$ cat src/design/noc_pkg.sv
//////////////////////////////////////////////////////////////////////
// Shared NoC definitions for the dummy tile routers
// Router sizing, port directions, coordinates, headers, flits
// and the valid/ready link structs of the narrow and wide channels
//////////////////////////////////////////////////////////////////////

package noc_pkg;

  //////////////////////////////////////////////////////////////////////
  // Router sizing
  //////////////////////////////////////////////////////////////////////

  localparam int unsigned NumDirs     = 5;   // North, East, South, West, Eject
  localparam int unsigned InFifoDepth = 2;
  localparam int unsigned InFifoPtrW  = (InFifoDepth > 1) ? $clog2(InFifoDepth) : 1;
  localparam int unsigned InFifoCntW  = $clog2(InFifoDepth + 1);
  localparam int unsigned CoordW      = 3;
  localparam int unsigned NarrowDataW = 32;
  localparam int unsigned WideDataW   = 256;

  // Port index of a router
  typedef enum logic [2:0] {
    North = 3'd0,
    East  = 3'd1,
    South = 3'd2,
    West  = 3'd3,
    Eject = 3'd4
  } route_dir_e;

  //////////////////////////////////////////////////////////////////////
  // Header and flits
  //////////////////////////////////////////////////////////////////////

  typedef struct packed {
    logic [CoordW-1:0] x;
    logic [CoordW-1:0] y;
  } id_t;

  typedef struct packed {
    id_t  dst_id;
    id_t  src_id;
    logic last;  // Closes the packet and releases the output lock
  } hdr_t;

  // Request and response headers with small payloads
  typedef struct packed {
    hdr_t                   hdr;
    logic [NarrowDataW-1:0] data;
  } narrow_flit_t;

  // Bulk data
  typedef struct packed {
    hdr_t                 hdr;
    logic [WideDataW-1:0] data;
  } wide_flit_t;

  //////////////////////////////////////////////////////////////////////
  // Links
  //////////////////////////////////////////////////////////////////////

  // Sender drives valid and flit, receiver drives ready
  typedef struct packed {
    logic         valid;
    logic         ready;
    narrow_flit_t flit;
  } narrow_link_t;

  typedef struct packed {
    logic       valid;
    logic       ready;
    wide_flit_t flit;
  } wide_link_t;

endpackage : noc_pkg

$ cat src/design/noc_in_fifo.sv
//////////////////////////////////////////////////////////////////////
// Router input buffer (decode stage)
// Circular flit buffer with XY route decode of the head flit
//////////////////////////////////////////////////////////////////////

module noc_in_fifo #(
  parameter type flit_t = noc_pkg::narrow_flit_t
) (
  input  logic                        clk_i,
  input  logic                        rst_n_i,
  input  noc_pkg::id_t                id_i,         // Own tile coordinate
  // Upstream link
  input  logic                        valid_i,
  input  flit_t                       flit_i,
  output logic                        ready_o,
  // Towards the allocator
  output logic                        head_valid_o,
  output flit_t                       head_flit_o,
  output logic [noc_pkg::NumDirs-1:0] route_req_o,  // One-hot output request
  input  logic                        pop_i
);

  flit_t                          mem_q [noc_pkg::InFifoDepth];
  logic [noc_pkg::InFifoPtrW-1:0] wr_ptr_q, rd_ptr_q;
  logic [noc_pkg::InFifoCntW-1:0] count_q;
  logic                           push, pop;
  noc_pkg::id_t                   dst_id;

  function automatic logic [noc_pkg::InFifoPtrW-1:0] next_ptr(
    input logic [noc_pkg::InFifoPtrW-1:0] ptr
  );
    if (ptr == noc_pkg::InFifoDepth - 1) begin
      return '0;
    end
    return ptr + 1'b1;
  endfunction

  assign ready_o      = (count_q != noc_pkg::InFifoDepth);  // State only
  assign head_valid_o = (count_q != '0);
  assign head_flit_o  = mem_q[rd_ptr_q];

  assign push = valid_i && ready_o;
  assign pop  = pop_i && head_valid_o;

  always_ff @(posedge clk_i or negedge rst_n_i) begin
    if (!rst_n_i) begin
      wr_ptr_q <= '0;
      rd_ptr_q <= '0;
      count_q  <= '0;
    end else begin
      if (push) wr_ptr_q <= next_ptr(wr_ptr_q);
      if (pop) rd_ptr_q <= next_ptr(rd_ptr_q);
      if (push && !pop) begin
        count_q <= count_q + 1'b1;
      end else if (pop && !push) begin
        count_q <= count_q - 1'b1;
      end
    end
  end

  // Flit storage
  always_ff @(posedge clk_i) begin
    if (push) mem_q[wr_ptr_q] <= flit_i;
  end

  // XY routing, x first, every flit carries the header
  assign dst_id = head_flit_o.hdr.dst_id;

  always_comb begin
    route_req_o = '0;
    if (dst_id.x < id_i.x) begin
      route_req_o[noc_pkg::West] = 1'b1;
    end else if (dst_id.x > id_i.x) begin
      route_req_o[noc_pkg::East] = 1'b1;
    end else if (dst_id.y > id_i.y) begin
      route_req_o[noc_pkg::North] = 1'b1;
    end else if (dst_id.y < id_i.y) begin
      route_req_o[noc_pkg::South] = 1'b1;
    end else begin
      route_req_o[noc_pkg::Eject] = 1'b1;  // Addressed to this tile
    end
  end

endmodule : noc_in_fifo

$ cat src/design/noc_switch_alloc.sv
//////////////////////////////////////////////////////////////////////
// Switch allocator (execute stage)
// Round-robin arbiter per output, locked from head to last flit
//////////////////////////////////////////////////////////////////////

module noc_switch_alloc (
  input  logic                                             clk_i,
  input  logic                                             rst_n_i,
  input  logic [noc_pkg::NumDirs-1:0][noc_pkg::NumDirs-1:0] req_i,  // [input][output]
  input  logic [noc_pkg::NumDirs-1:0]                      head_valid_i,
  input  logic [noc_pkg::NumDirs-1:0]                      head_last_i,
  input  logic [noc_pkg::NumDirs-1:0]                      out_ready_i,
  output logic [noc_pkg::NumDirs-1:0]                      pop_o,        // Per input
  output noc_pkg::route_dir_e [noc_pkg::NumDirs-1:0]       sel_o,        // Per output
  output logic [noc_pkg::NumDirs-1:0]                      out_valid_o   // Per output
);

  logic [noc_pkg::NumDirs-1:0]                       lock_q;
  noc_pkg::route_dir_e [noc_pkg::NumDirs-1:0]        owner_q;
  noc_pkg::route_dir_e [noc_pkg::NumDirs-1:0]        rr_ptr_q;
  logic [noc_pkg::NumDirs-1:0][noc_pkg::NumDirs-1:0] out_req;  // [output][input]
  logic [noc_pkg::NumDirs-1:0]                       found;

  function automatic noc_pkg::route_dir_e next_dir(input noc_pkg::route_dir_e dir);
    return noc_pkg::route_dir_e'((int'(dir) + 1) % noc_pkg::NumDirs);
  endfunction

  // Only inputs with a flit at the head compete
  always_comb begin
    for (int o = 0; o < noc_pkg::NumDirs; o++) begin
      for (int i = 0; i < noc_pkg::NumDirs; i++) begin
        out_req[o][i] = req_i[i][o] && head_valid_i[i];
      end
    end
  end

  //////////////////////////////////////////////////////////////////////
  // Grant selection
  //////////////////////////////////////////////////////////////////////

  always_comb begin
    int unsigned idx;
    idx   = 0;
    found = '0;
    for (int o = 0; o < noc_pkg::NumDirs; o++) begin
      sel_o[o] = noc_pkg::North;
      if (lock_q[o]) begin
        sel_o[o] = owner_q[o];  // Packet in flight keeps the output
        found[o] = out_req[o][owner_q[o]];
      end else begin
        // Scan backwards so the input nearest the pointer wins
        for (int k = noc_pkg::NumDirs - 1; k >= 0; k--) begin
          idx = (int'(rr_ptr_q[o]) + k) % noc_pkg::NumDirs;
          if (out_req[o][idx]) begin
            sel_o[o] = noc_pkg::route_dir_e'(idx);
            found[o] = 1'b1;
          end
        end
      end
      out_valid_o[o] = found[o] && out_ready_i[o];
    end
  end

  // One-hot requests mean an input wins at most one output
  always_comb begin
    pop_o = '0;
    for (int o = 0; o < noc_pkg::NumDirs; o++) begin
      if (out_valid_o[o]) pop_o[sel_o[o]] = 1'b1;
    end
  end

  //////////////////////////////////////////////////////////////////////
  // Lock and pointer state
  //////////////////////////////////////////////////////////////////////

  always_ff @(posedge clk_i or negedge rst_n_i) begin
    if (!rst_n_i) begin
      lock_q <= '0;
      for (int o = 0; o < noc_pkg::NumDirs; o++) begin
        owner_q[o]  <= noc_pkg::North;
        rr_ptr_q[o] <= noc_pkg::North;
      end
    end else begin
      for (int o = 0; o < noc_pkg::NumDirs; o++) begin
        if (out_valid_o[o]) begin
          lock_q[o]   <= !head_last_i[sel_o[o]];  // Released by the last flit
          owner_q[o]  <= sel_o[o];
          rr_ptr_q[o] <= next_dir(sel_o[o]);
        end
      end
    end
  end

endmodule : noc_switch_alloc

$ cat src/design/noc_out_reg.sv
//////////////////////////////////////////////////////////////////////
// Router output register slice (result stage)
//////////////////////////////////////////////////////////////////////

module noc_out_reg #(
  parameter type flit_t = noc_pkg::narrow_flit_t
) (
  input  logic  clk_i,
  input  logic  rst_n_i,
  // From the crossbar
  input  logic  valid_i,
  input  flit_t flit_i,
  output logic  ready_o,
  // Downstream link
  output logic  valid_o,
  output flit_t flit_o,
  input  logic  ready_i
);

  logic  valid_q;
  flit_t flit_q;

  // Empty, or the held flit leaves this cycle
  assign ready_o = !valid_q || ready_i;

  assign valid_o = valid_q;
  assign flit_o  = flit_q;

  // Valid only drops after a transfer, so the flit stays stable
  always_ff @(posedge clk_i or negedge rst_n_i) begin
    if (!rst_n_i) begin
      valid_q <= 1'b0;
    end else if (ready_o) begin
      valid_q <= valid_i;
    end
  end

  always_ff @(posedge clk_i) begin
    if (valid_i && ready_o) flit_q <= flit_i;
  end

endmodule : noc_out_reg

$ cat src/design/noc_router.sv
//////////////////////////////////////////////////////////////////////
// Five-port XY router
// Input buffers, switch allocator, crossbar and output registers
//////////////////////////////////////////////////////////////////////

module noc_router #(
  parameter type flit_t = noc_pkg::narrow_flit_t
) (
  input  logic                        clk_i,
  input  logic                        rst_n_i,
  input  noc_pkg::id_t                id_i,
  // Incoming links, indexed by direction
  input  logic [noc_pkg::NumDirs-1:0] in_valid_i,
  input  flit_t [noc_pkg::NumDirs-1:0] in_flit_i,
  output logic [noc_pkg::NumDirs-1:0] in_ready_o,
  // Outgoing links, indexed by direction
  output logic [noc_pkg::NumDirs-1:0] out_valid_o,
  output flit_t [noc_pkg::NumDirs-1:0] out_flit_o,
  input  logic [noc_pkg::NumDirs-1:0] out_ready_i
);

  logic [noc_pkg::NumDirs-1:0]                       head_valid;
  logic [noc_pkg::NumDirs-1:0]                       head_last;
  flit_t [noc_pkg::NumDirs-1:0]                      head_flit;
  logic [noc_pkg::NumDirs-1:0][noc_pkg::NumDirs-1:0] route_req;  // [input][output]
  logic [noc_pkg::NumDirs-1:0]                       pop;
  noc_pkg::route_dir_e [noc_pkg::NumDirs-1:0]        sel;
  logic [noc_pkg::NumDirs-1:0]                       xbar_valid;
  flit_t [noc_pkg::NumDirs-1:0]                      xbar_flit;
  logic [noc_pkg::NumDirs-1:0]                       out_reg_ready;

  //////////////////////////////////////////////////////////////////////
  // Decode
  //////////////////////////////////////////////////////////////////////

  for (genvar d = 0; d < noc_pkg::NumDirs; d++) begin : gen_in
    noc_in_fifo #(
      .flit_t(flit_t)
    ) i_in_fifo (
      .clk_i,
      .rst_n_i,
      .id_i,
      .valid_i     (in_valid_i[d]),
      .flit_i      (in_flit_i[d]),
      .ready_o     (in_ready_o[d]),
      .head_valid_o(head_valid[d]),
      .head_flit_o (head_flit[d]),
      .route_req_o (route_req[d]),
      .pop_i       (pop[d])
    );

    assign head_last[d] = head_flit[d].hdr.last;
  end

  //////////////////////////////////////////////////////////////////////
  // Execute
  //////////////////////////////////////////////////////////////////////

  noc_switch_alloc i_switch_alloc (
    .clk_i,
    .rst_n_i,
    .req_i       (route_req),
    .head_valid_i(head_valid),
    .head_last_i (head_last),
    .out_ready_i (out_reg_ready),
    .pop_o       (pop),
    .sel_o       (sel),
    .out_valid_o (xbar_valid)
  );

  // Crossbar
  always_comb begin
    for (int o = 0; o < noc_pkg::NumDirs; o++) begin
      xbar_flit[o] = head_flit[sel[o]];
    end
  end

  //////////////////////////////////////////////////////////////////////
  // Result
  //////////////////////////////////////////////////////////////////////

  for (genvar d = 0; d < noc_pkg::NumDirs; d++) begin : gen_out
    noc_out_reg #(
      .flit_t(flit_t)
    ) i_out_reg (
      .clk_i,
      .rst_n_i,
      .valid_i(xbar_valid[d]),
      .flit_i (xbar_flit[d]),
      .ready_o(out_reg_ready[d]),
      .valid_o(out_valid_o[d]),
      .flit_o (out_flit_o[d]),
      .ready_i(out_ready_i[d])
    );
  end

endmodule : noc_router

$ cat src/design/spu_dummy_tile.sv
//////////////////////////////////////////////////////////////////////
// Dummy mesh tile without a cluster
// Narrow and wide routers forwarding between West and North
//////////////////////////////////////////////////////////////////////

module spu_dummy_tile (
  input  logic                  clk_i,
  input  logic                  rst_n_i,
  input  noc_pkg::id_t          id_i,
  // Narrow channel
  input  noc_pkg::narrow_link_t narrow_west_i,
  output noc_pkg::narrow_link_t narrow_west_o,
  input  noc_pkg::narrow_link_t narrow_north_i,
  output noc_pkg::narrow_link_t narrow_north_o,
  // Wide channel
  input  noc_pkg::wide_link_t   wide_west_i,
  output noc_pkg::wide_link_t   wide_west_o,
  input  noc_pkg::wide_link_t   wide_north_i,
  output noc_pkg::wide_link_t   wide_north_o
);

  logic [noc_pkg::NumDirs-1:0]                narrow_in_valid, narrow_in_ready;
  logic [noc_pkg::NumDirs-1:0]                narrow_out_valid, narrow_out_ready;
  noc_pkg::narrow_flit_t [noc_pkg::NumDirs-1:0] narrow_in_flit, narrow_out_flit;
  logic [noc_pkg::NumDirs-1:0]                wide_in_valid, wide_in_ready;
  logic [noc_pkg::NumDirs-1:0]                wide_out_valid, wide_out_ready;
  noc_pkg::wide_flit_t [noc_pkg::NumDirs-1:0]   wide_in_flit, wide_out_flit;

  //////////////////////////////////////////////////////////////////////
  // Narrow router
  //////////////////////////////////////////////////////////////////////

  noc_router #(
    .flit_t(noc_pkg::narrow_flit_t)
  ) i_narrow_router (
    .clk_i,
    .rst_n_i,
    .id_i,
    .in_valid_i (narrow_in_valid),
    .in_flit_i  (narrow_in_flit),
    .in_ready_o (narrow_in_ready),
    .out_valid_o(narrow_out_valid),
    .out_flit_o (narrow_out_flit),
    .out_ready_i(narrow_out_ready)
  );

  always_comb begin
    // East, South and Eject have no neighbour here
    narrow_in_valid  = '0;
    narrow_in_flit   = '0;
    narrow_out_ready = '0;
    narrow_in_valid[noc_pkg::West]   = narrow_west_i.valid;
    narrow_in_flit[noc_pkg::West]    = narrow_west_i.flit;
    narrow_out_ready[noc_pkg::West]  = narrow_west_i.ready;  // Ready for our outgoing flits
    narrow_in_valid[noc_pkg::North]  = narrow_north_i.valid;
    narrow_in_flit[noc_pkg::North]   = narrow_north_i.flit;
    narrow_out_ready[noc_pkg::North] = narrow_north_i.ready;
  end

  assign narrow_west_o  = '{valid: narrow_out_valid[noc_pkg::West],
                            ready: narrow_in_ready[noc_pkg::West],
                            flit:  narrow_out_flit[noc_pkg::West]};
  assign narrow_north_o = '{valid: narrow_out_valid[noc_pkg::North],
                            ready: narrow_in_ready[noc_pkg::North],
                            flit:  narrow_out_flit[noc_pkg::North]};

  //////////////////////////////////////////////////////////////////////
  // Wide router
  //////////////////////////////////////////////////////////////////////

  noc_router #(
    .flit_t(noc_pkg::wide_flit_t)
  ) i_wide_router (
    .clk_i,
    .rst_n_i,
    .id_i,
    .in_valid_i (wide_in_valid),
    .in_flit_i  (wide_in_flit),
    .in_ready_o (wide_in_ready),
    .out_valid_o(wide_out_valid),
    .out_flit_o (wide_out_flit),
    .out_ready_i(wide_out_ready)
  );

  always_comb begin
    wide_in_valid  = '0;  // Tied off like the narrow side
    wide_in_flit   = '0;
    wide_out_ready = '0;
    wide_in_valid[noc_pkg::West]   = wide_west_i.valid;
    wide_in_flit[noc_pkg::West]    = wide_west_i.flit;
    wide_out_ready[noc_pkg::West]  = wide_west_i.ready;
    wide_in_valid[noc_pkg::North]  = wide_north_i.valid;
    wide_in_flit[noc_pkg::North]   = wide_north_i.flit;
    wide_out_ready[noc_pkg::North] = wide_north_i.ready;
  end

  assign wide_west_o  = '{valid: wide_out_valid[noc_pkg::West],
                          ready: wide_in_ready[noc_pkg::West],
                          flit:  wide_out_flit[noc_pkg::West]};
  assign wide_north_o = '{valid: wide_out_valid[noc_pkg::North],
                          ready: wide_in_ready[noc_pkg::North],
                          flit:  wide_out_flit[noc_pkg::North]};

endmodule : spu_dummy_tile

$ cat config.mk
export PLATFORM = sky130hd
export DESIGN_NAME = spu_dummy_tile
export DESIGN_NICKNAME = d
export VERILOG_FILES = /design/src/design/noc_pkg.sv /design/src/design/noc_in_fifo.sv /design/src/design/noc_switch_alloc.sv /design/src/design/noc_out_reg.sv /design/src/design/noc_router.sv /design/src/design/spu_dummy_tile.sv
export SDC_FILE = /design/constraint.sdc
export NUM_CORES = 2
export LEC_CHECK = 0
export ABC_AREA = 1
export BUFFER_PORTS_ARGS = -buffer_cell sky130_fd_sc_hd__buf_2
export CORE_UTILIZATION = 30
export CTS_CLUSTER_SIZE = 20
export DETAILED_ROUTE_END_ITERATION = 12
export PLACE_DENSITY = 0.47
export SYNTH_ARGS = -nofsm -noshare
export SYNTH_HDL_FRONTEND = slang
export SYNTH_SLANG_ARGS = --single-unit
$ cat constraint.sdc
create_clock -name clk_i -period 18.4 [get_ports clk_i]
set_clock_uncertainty 0.2 [all_clocks]
set_input_delay 0 -clock clk_i [delete_from_list [all_inputs] [get_ports clk_i]]
set_output_delay 0 -clock clk_i [all_outputs]
set_load 0.03 [all_outputs]
==> summary.txt <==
Critical Path AT -> 8.44 ns
Die Wd -> 560 um
Die Y -> 560 um
F_max -> 0.124 GHz
EDFF count, synth -> 1,884
Grt ovf -> 0
Initial DRC Count -> 6,073
Largest net degree at the start of global routing -> 131
Average cell area after synthesis -> 11.3 um^2
Synth unique cells -> 67
M2 GR Usage -> 37.0%
Startpoint type of the worst setup path -> flip-flop
Met3 Use GR -> 4.80%
Fin crit period -> 8.05 ns
Least-Margin Pin Slew -> 1.33 ns
Fin. Hold Viols -> 0
Most frequent cells in the layout -> edfxtp_1, nand2_1, buf_2
Synth async-reset ratio -> 5.42%
CTS tree -> built
Clk sinks -> 1,992
Required @ worst endpoint -> 18.79 ns
Seq cells post-synth -> 1,992
ANT nets after route -> 0
Die area -> 314,000 um^2
R2r setup slk -> 10.35 ns
CTS Buffer Depth -> 4
Gpl congestion -> 0.854
Worst setup path end -> i_wide_router.gen_out[3].i_out_reg.flit_o[179]
Largest stage delay, worst path -> 0.89 ns
Core area -> 309,000 um^2
Launch point of the worst path -> i_wide_router.gen_in[0].i_in_fifo.rd_ptr_q
Post-Syn Instances -> 8,251
Row cnt -> 204
CTS buffer count -> 228
GRT Total Usage -> 22.3%
RSZ-0062 raised after global routing -> false
First-pass GRT wire length -> 514,000 um
Status -> completed
IO buf count -> 1,279
Cell at the slowest stage of the critical path -> dfrtp_4
Clock latency on the worst-skew pair -> 0.89 ns
Post-CTS Resized -> 0
Initial antenna violation count -> 137
H-tree depth -> 4
RR Startpoint -> i_wide_router.gen_in[0].i_in_fifo.rd_ptr_q
Starting Density -> 30.2%
Fillers -> 30,000
Vias -> 73,200
CP Max Fanout -> 80
GR peak layer -> met2
Worst slew margin -> 11.5%
Synth Flop Type -> edfxtp_1
# Post-CTS Setup Buffers -> 0
Most frequent CP cell -> inv_1
Setup CP Type -> flip-flop to flip-flop
Post-synthesis cell area -> 93,400 um^2
Worst reg-to-reg path cell count -> 29
Post-DP HPWL -> 244,000 um
Fin nets -> 11,700
CTS root buffer -> clkbuf_16
Period utilisation layout -> 43.8%
Final TNS setup -> 0 ns
DR WL/cell -> 24.0 um
Area delta synth->final -> 32.7%
CTS clock-pin slew for the worst setup and hold paths -> 0.06 ns
Final setup viols -> 0
DR pass1 iterations -> 6
Vias in the first global route -> 72,100
Sequential-to-total area share from yosys stat -> 63.4%
CP Capture Type -> flip-flop
Max-Cap Viols -> 0
Met1 usage -> 28.1%
Most common cell after layout, fill and taps aside -> edfxtp_1
R2R Path End -> i_wide_router.gen_out[3].i_out_reg.flit_o[179]
Via/cell ratio -> 4.84
Total wire length -> 362,000 um
Final Max Slew Viols -> 0
Remaining DRCs -> 0
Num ports -> 1,280
Net count of the mapped netlist -> 9,183
Synth warn -> 0
Layout cell share with drive strength beyond 1 -> 17.2%
Worst Hold Class -> primary input to flip-flop
## metrics by stage
| stage | util (%) | area [um^2] | instances | worst slack, ns | hold WS, ns |
|---|---|---|---|---|---|
| after global routing | 40.1 | 124000 | 15100 | 9.79 | 0.0938 |
| after CTS | 40.0 | 124000 | 15000 | 10.43 | 0.00799 |
| after floorplan | - | 93400 | 8251 | 5.55 | -0.496 |
| after detailed placement | 33.6 | 104000 | 13300 | 10.42 | -0.0740 |
| after global placement | 33.6 | 104000 | 13300 | 10.51 | -0.0865 |
| final | 40.1 | 124000 | 15100 | 10.35 | 0.0645 |
## per-layer routing
layer	wire [um]	part of all wire, %
met1	149000	41
met2	171000	47
met3	25600	7.1
met4	15900	4.4
met5	505	0.14
## worst min-delay path by stage
stage / cells past startpoint / start / endpoint / slack [ns]
global route: 6 / wide_west_i[270] / i_wide_router.gen_in[3].i_in_fifo.wr_ptr_q / 0.09
detailed placement: 1 / rst_n_i / i_wide_router.i_switch_alloc.rr_ptr_q[8] / -0.07
finish: 6 / wide_west_i[270] / i_wide_router.gen_in[3].i_in_fifo.wr_ptr_q / 0.06
floorplan: 0 / rst_n_i / i_narrow_router.gen_in[0].i_in_fifo.count_q[0] / -0.50
CTS: 6 / wide_west_i[270] / i_wide_router.gen_in[3].i_in_fifo.wr_ptr_q / 0.008
global placement: 1 / rst_n_i / i_wide_router.i_switch_alloc.rr_ptr_q[8] / -0.09
## layout make-up
cell class | instances | area (um^2) | share of cell area [%]
timing repair buffer | 2649 | 20000 | 16.1
multi-input combinational | 4789 | 28100 | 22.7
tap | 4120 | 5150 | 4.16
clock inverter | 127 | 1170 | 0.945
clock buffer | 287 | 6060 | 4.89
antenna | 73 | 183 | 0.147
sequential | 1992 | 59300 | 47.8
inverter | 1067 | 4050 | 3.27
## cell families (layout without fill, tap and decap cells)
group / Yosys count / after routing / synth area share, %
fa+ha+maj: 288 / 288 / 3.87
mux: 489 / 489 / 5.24
simple gates: 2225 / 2225 / 10.1
flops: 1992 / 1992 / 63.4
buf+inv: 1470 / 4130 / 6.59
other cells: 0 / 73 / 0
compound gates: 1656 / 1656 / 9.36
xor+xnor: 131 / 131 / 1.36
## timing repair
item | in CTS | in global routing
hold endpoints to repair | 1878 | 0
setup endpoints to repair | 0 | 0
hold buffers | 1273 | 0
## Yosys cell counts, types with 24 or more instances
| cell type | n | area share, % |
|---|---|---|
| nor2_1 | 164 | 0.66 |
| buf_2 | 102 | 0.55 |
| buf_6 | 49 | 0.59 |
| nand2_2 | 36 | 0.24 |
| or2_2 | 24 | 0.16 |
| buf_4 | 30 | 0.24 |
| o21ai_1 | 305 | 1.6 |
| inv_2 | 28 | 0.11 |
| ha_1 | 286 | 3.8 |
| clkbuf_1 | 198 | 0.80 |
| mux2i_1 | 489 | 5.2 |
| o21ai_2 | 30 | 0.28 |
| nand4_1 | 36 | 0.24 |
| a21oi_1 | 142 | 0.76 |
| inv_1 | 1032 | 4.1 |
| nor3_1 | 26 | 0.14 |
| o21ai_0 | 1058 | 5.7 |
| edfxtp_1 | 1884 | 61 |
| xor2_1 | 103 | 0.97 |
| dfrtp_1 | 108 | 2.9 |
| o31ai_1 | 35 | 0.28 |
| nand2_1 | 1411 | 5.7 |
| nand3_1 | 462 | 2.5 |
## critical path, delay by kind of cell, from the launching register on
family	cells	cell delay (ns)
simple gates	13	1.81
flops	1	0.89
buf+inv	10	3.48
compound gates	4	0.62
mux	1	0.08
fa+ha+maj	1	0.32
## registers in the layout, indices dropped and copies added, names as in the netlist, 15 cells and up
signal and cells:
i_wide_router.gen_out.i_out_reg.flit_o 538, i_wide_router.i_switch_alloc.owner_q 15, i_wide_router.gen_in.i_in_fifo.mem_q 1076, i_narrow_router.i_switch_alloc.rr_ptr_q 15, i_narrow_router.gen_out.i_out_reg.flit_o 90, i_narrow_router.i_switch_alloc.owner_q 15
i_wide_router.i_switch_alloc.rr_ptr_q 15, i_narrow_router.gen_in.i_in_fifo.mem_q 180
Power is left out: the tool's default activity adds up to more than one toggle a clock period on the data nets, which glitch-free logic cannot reach.
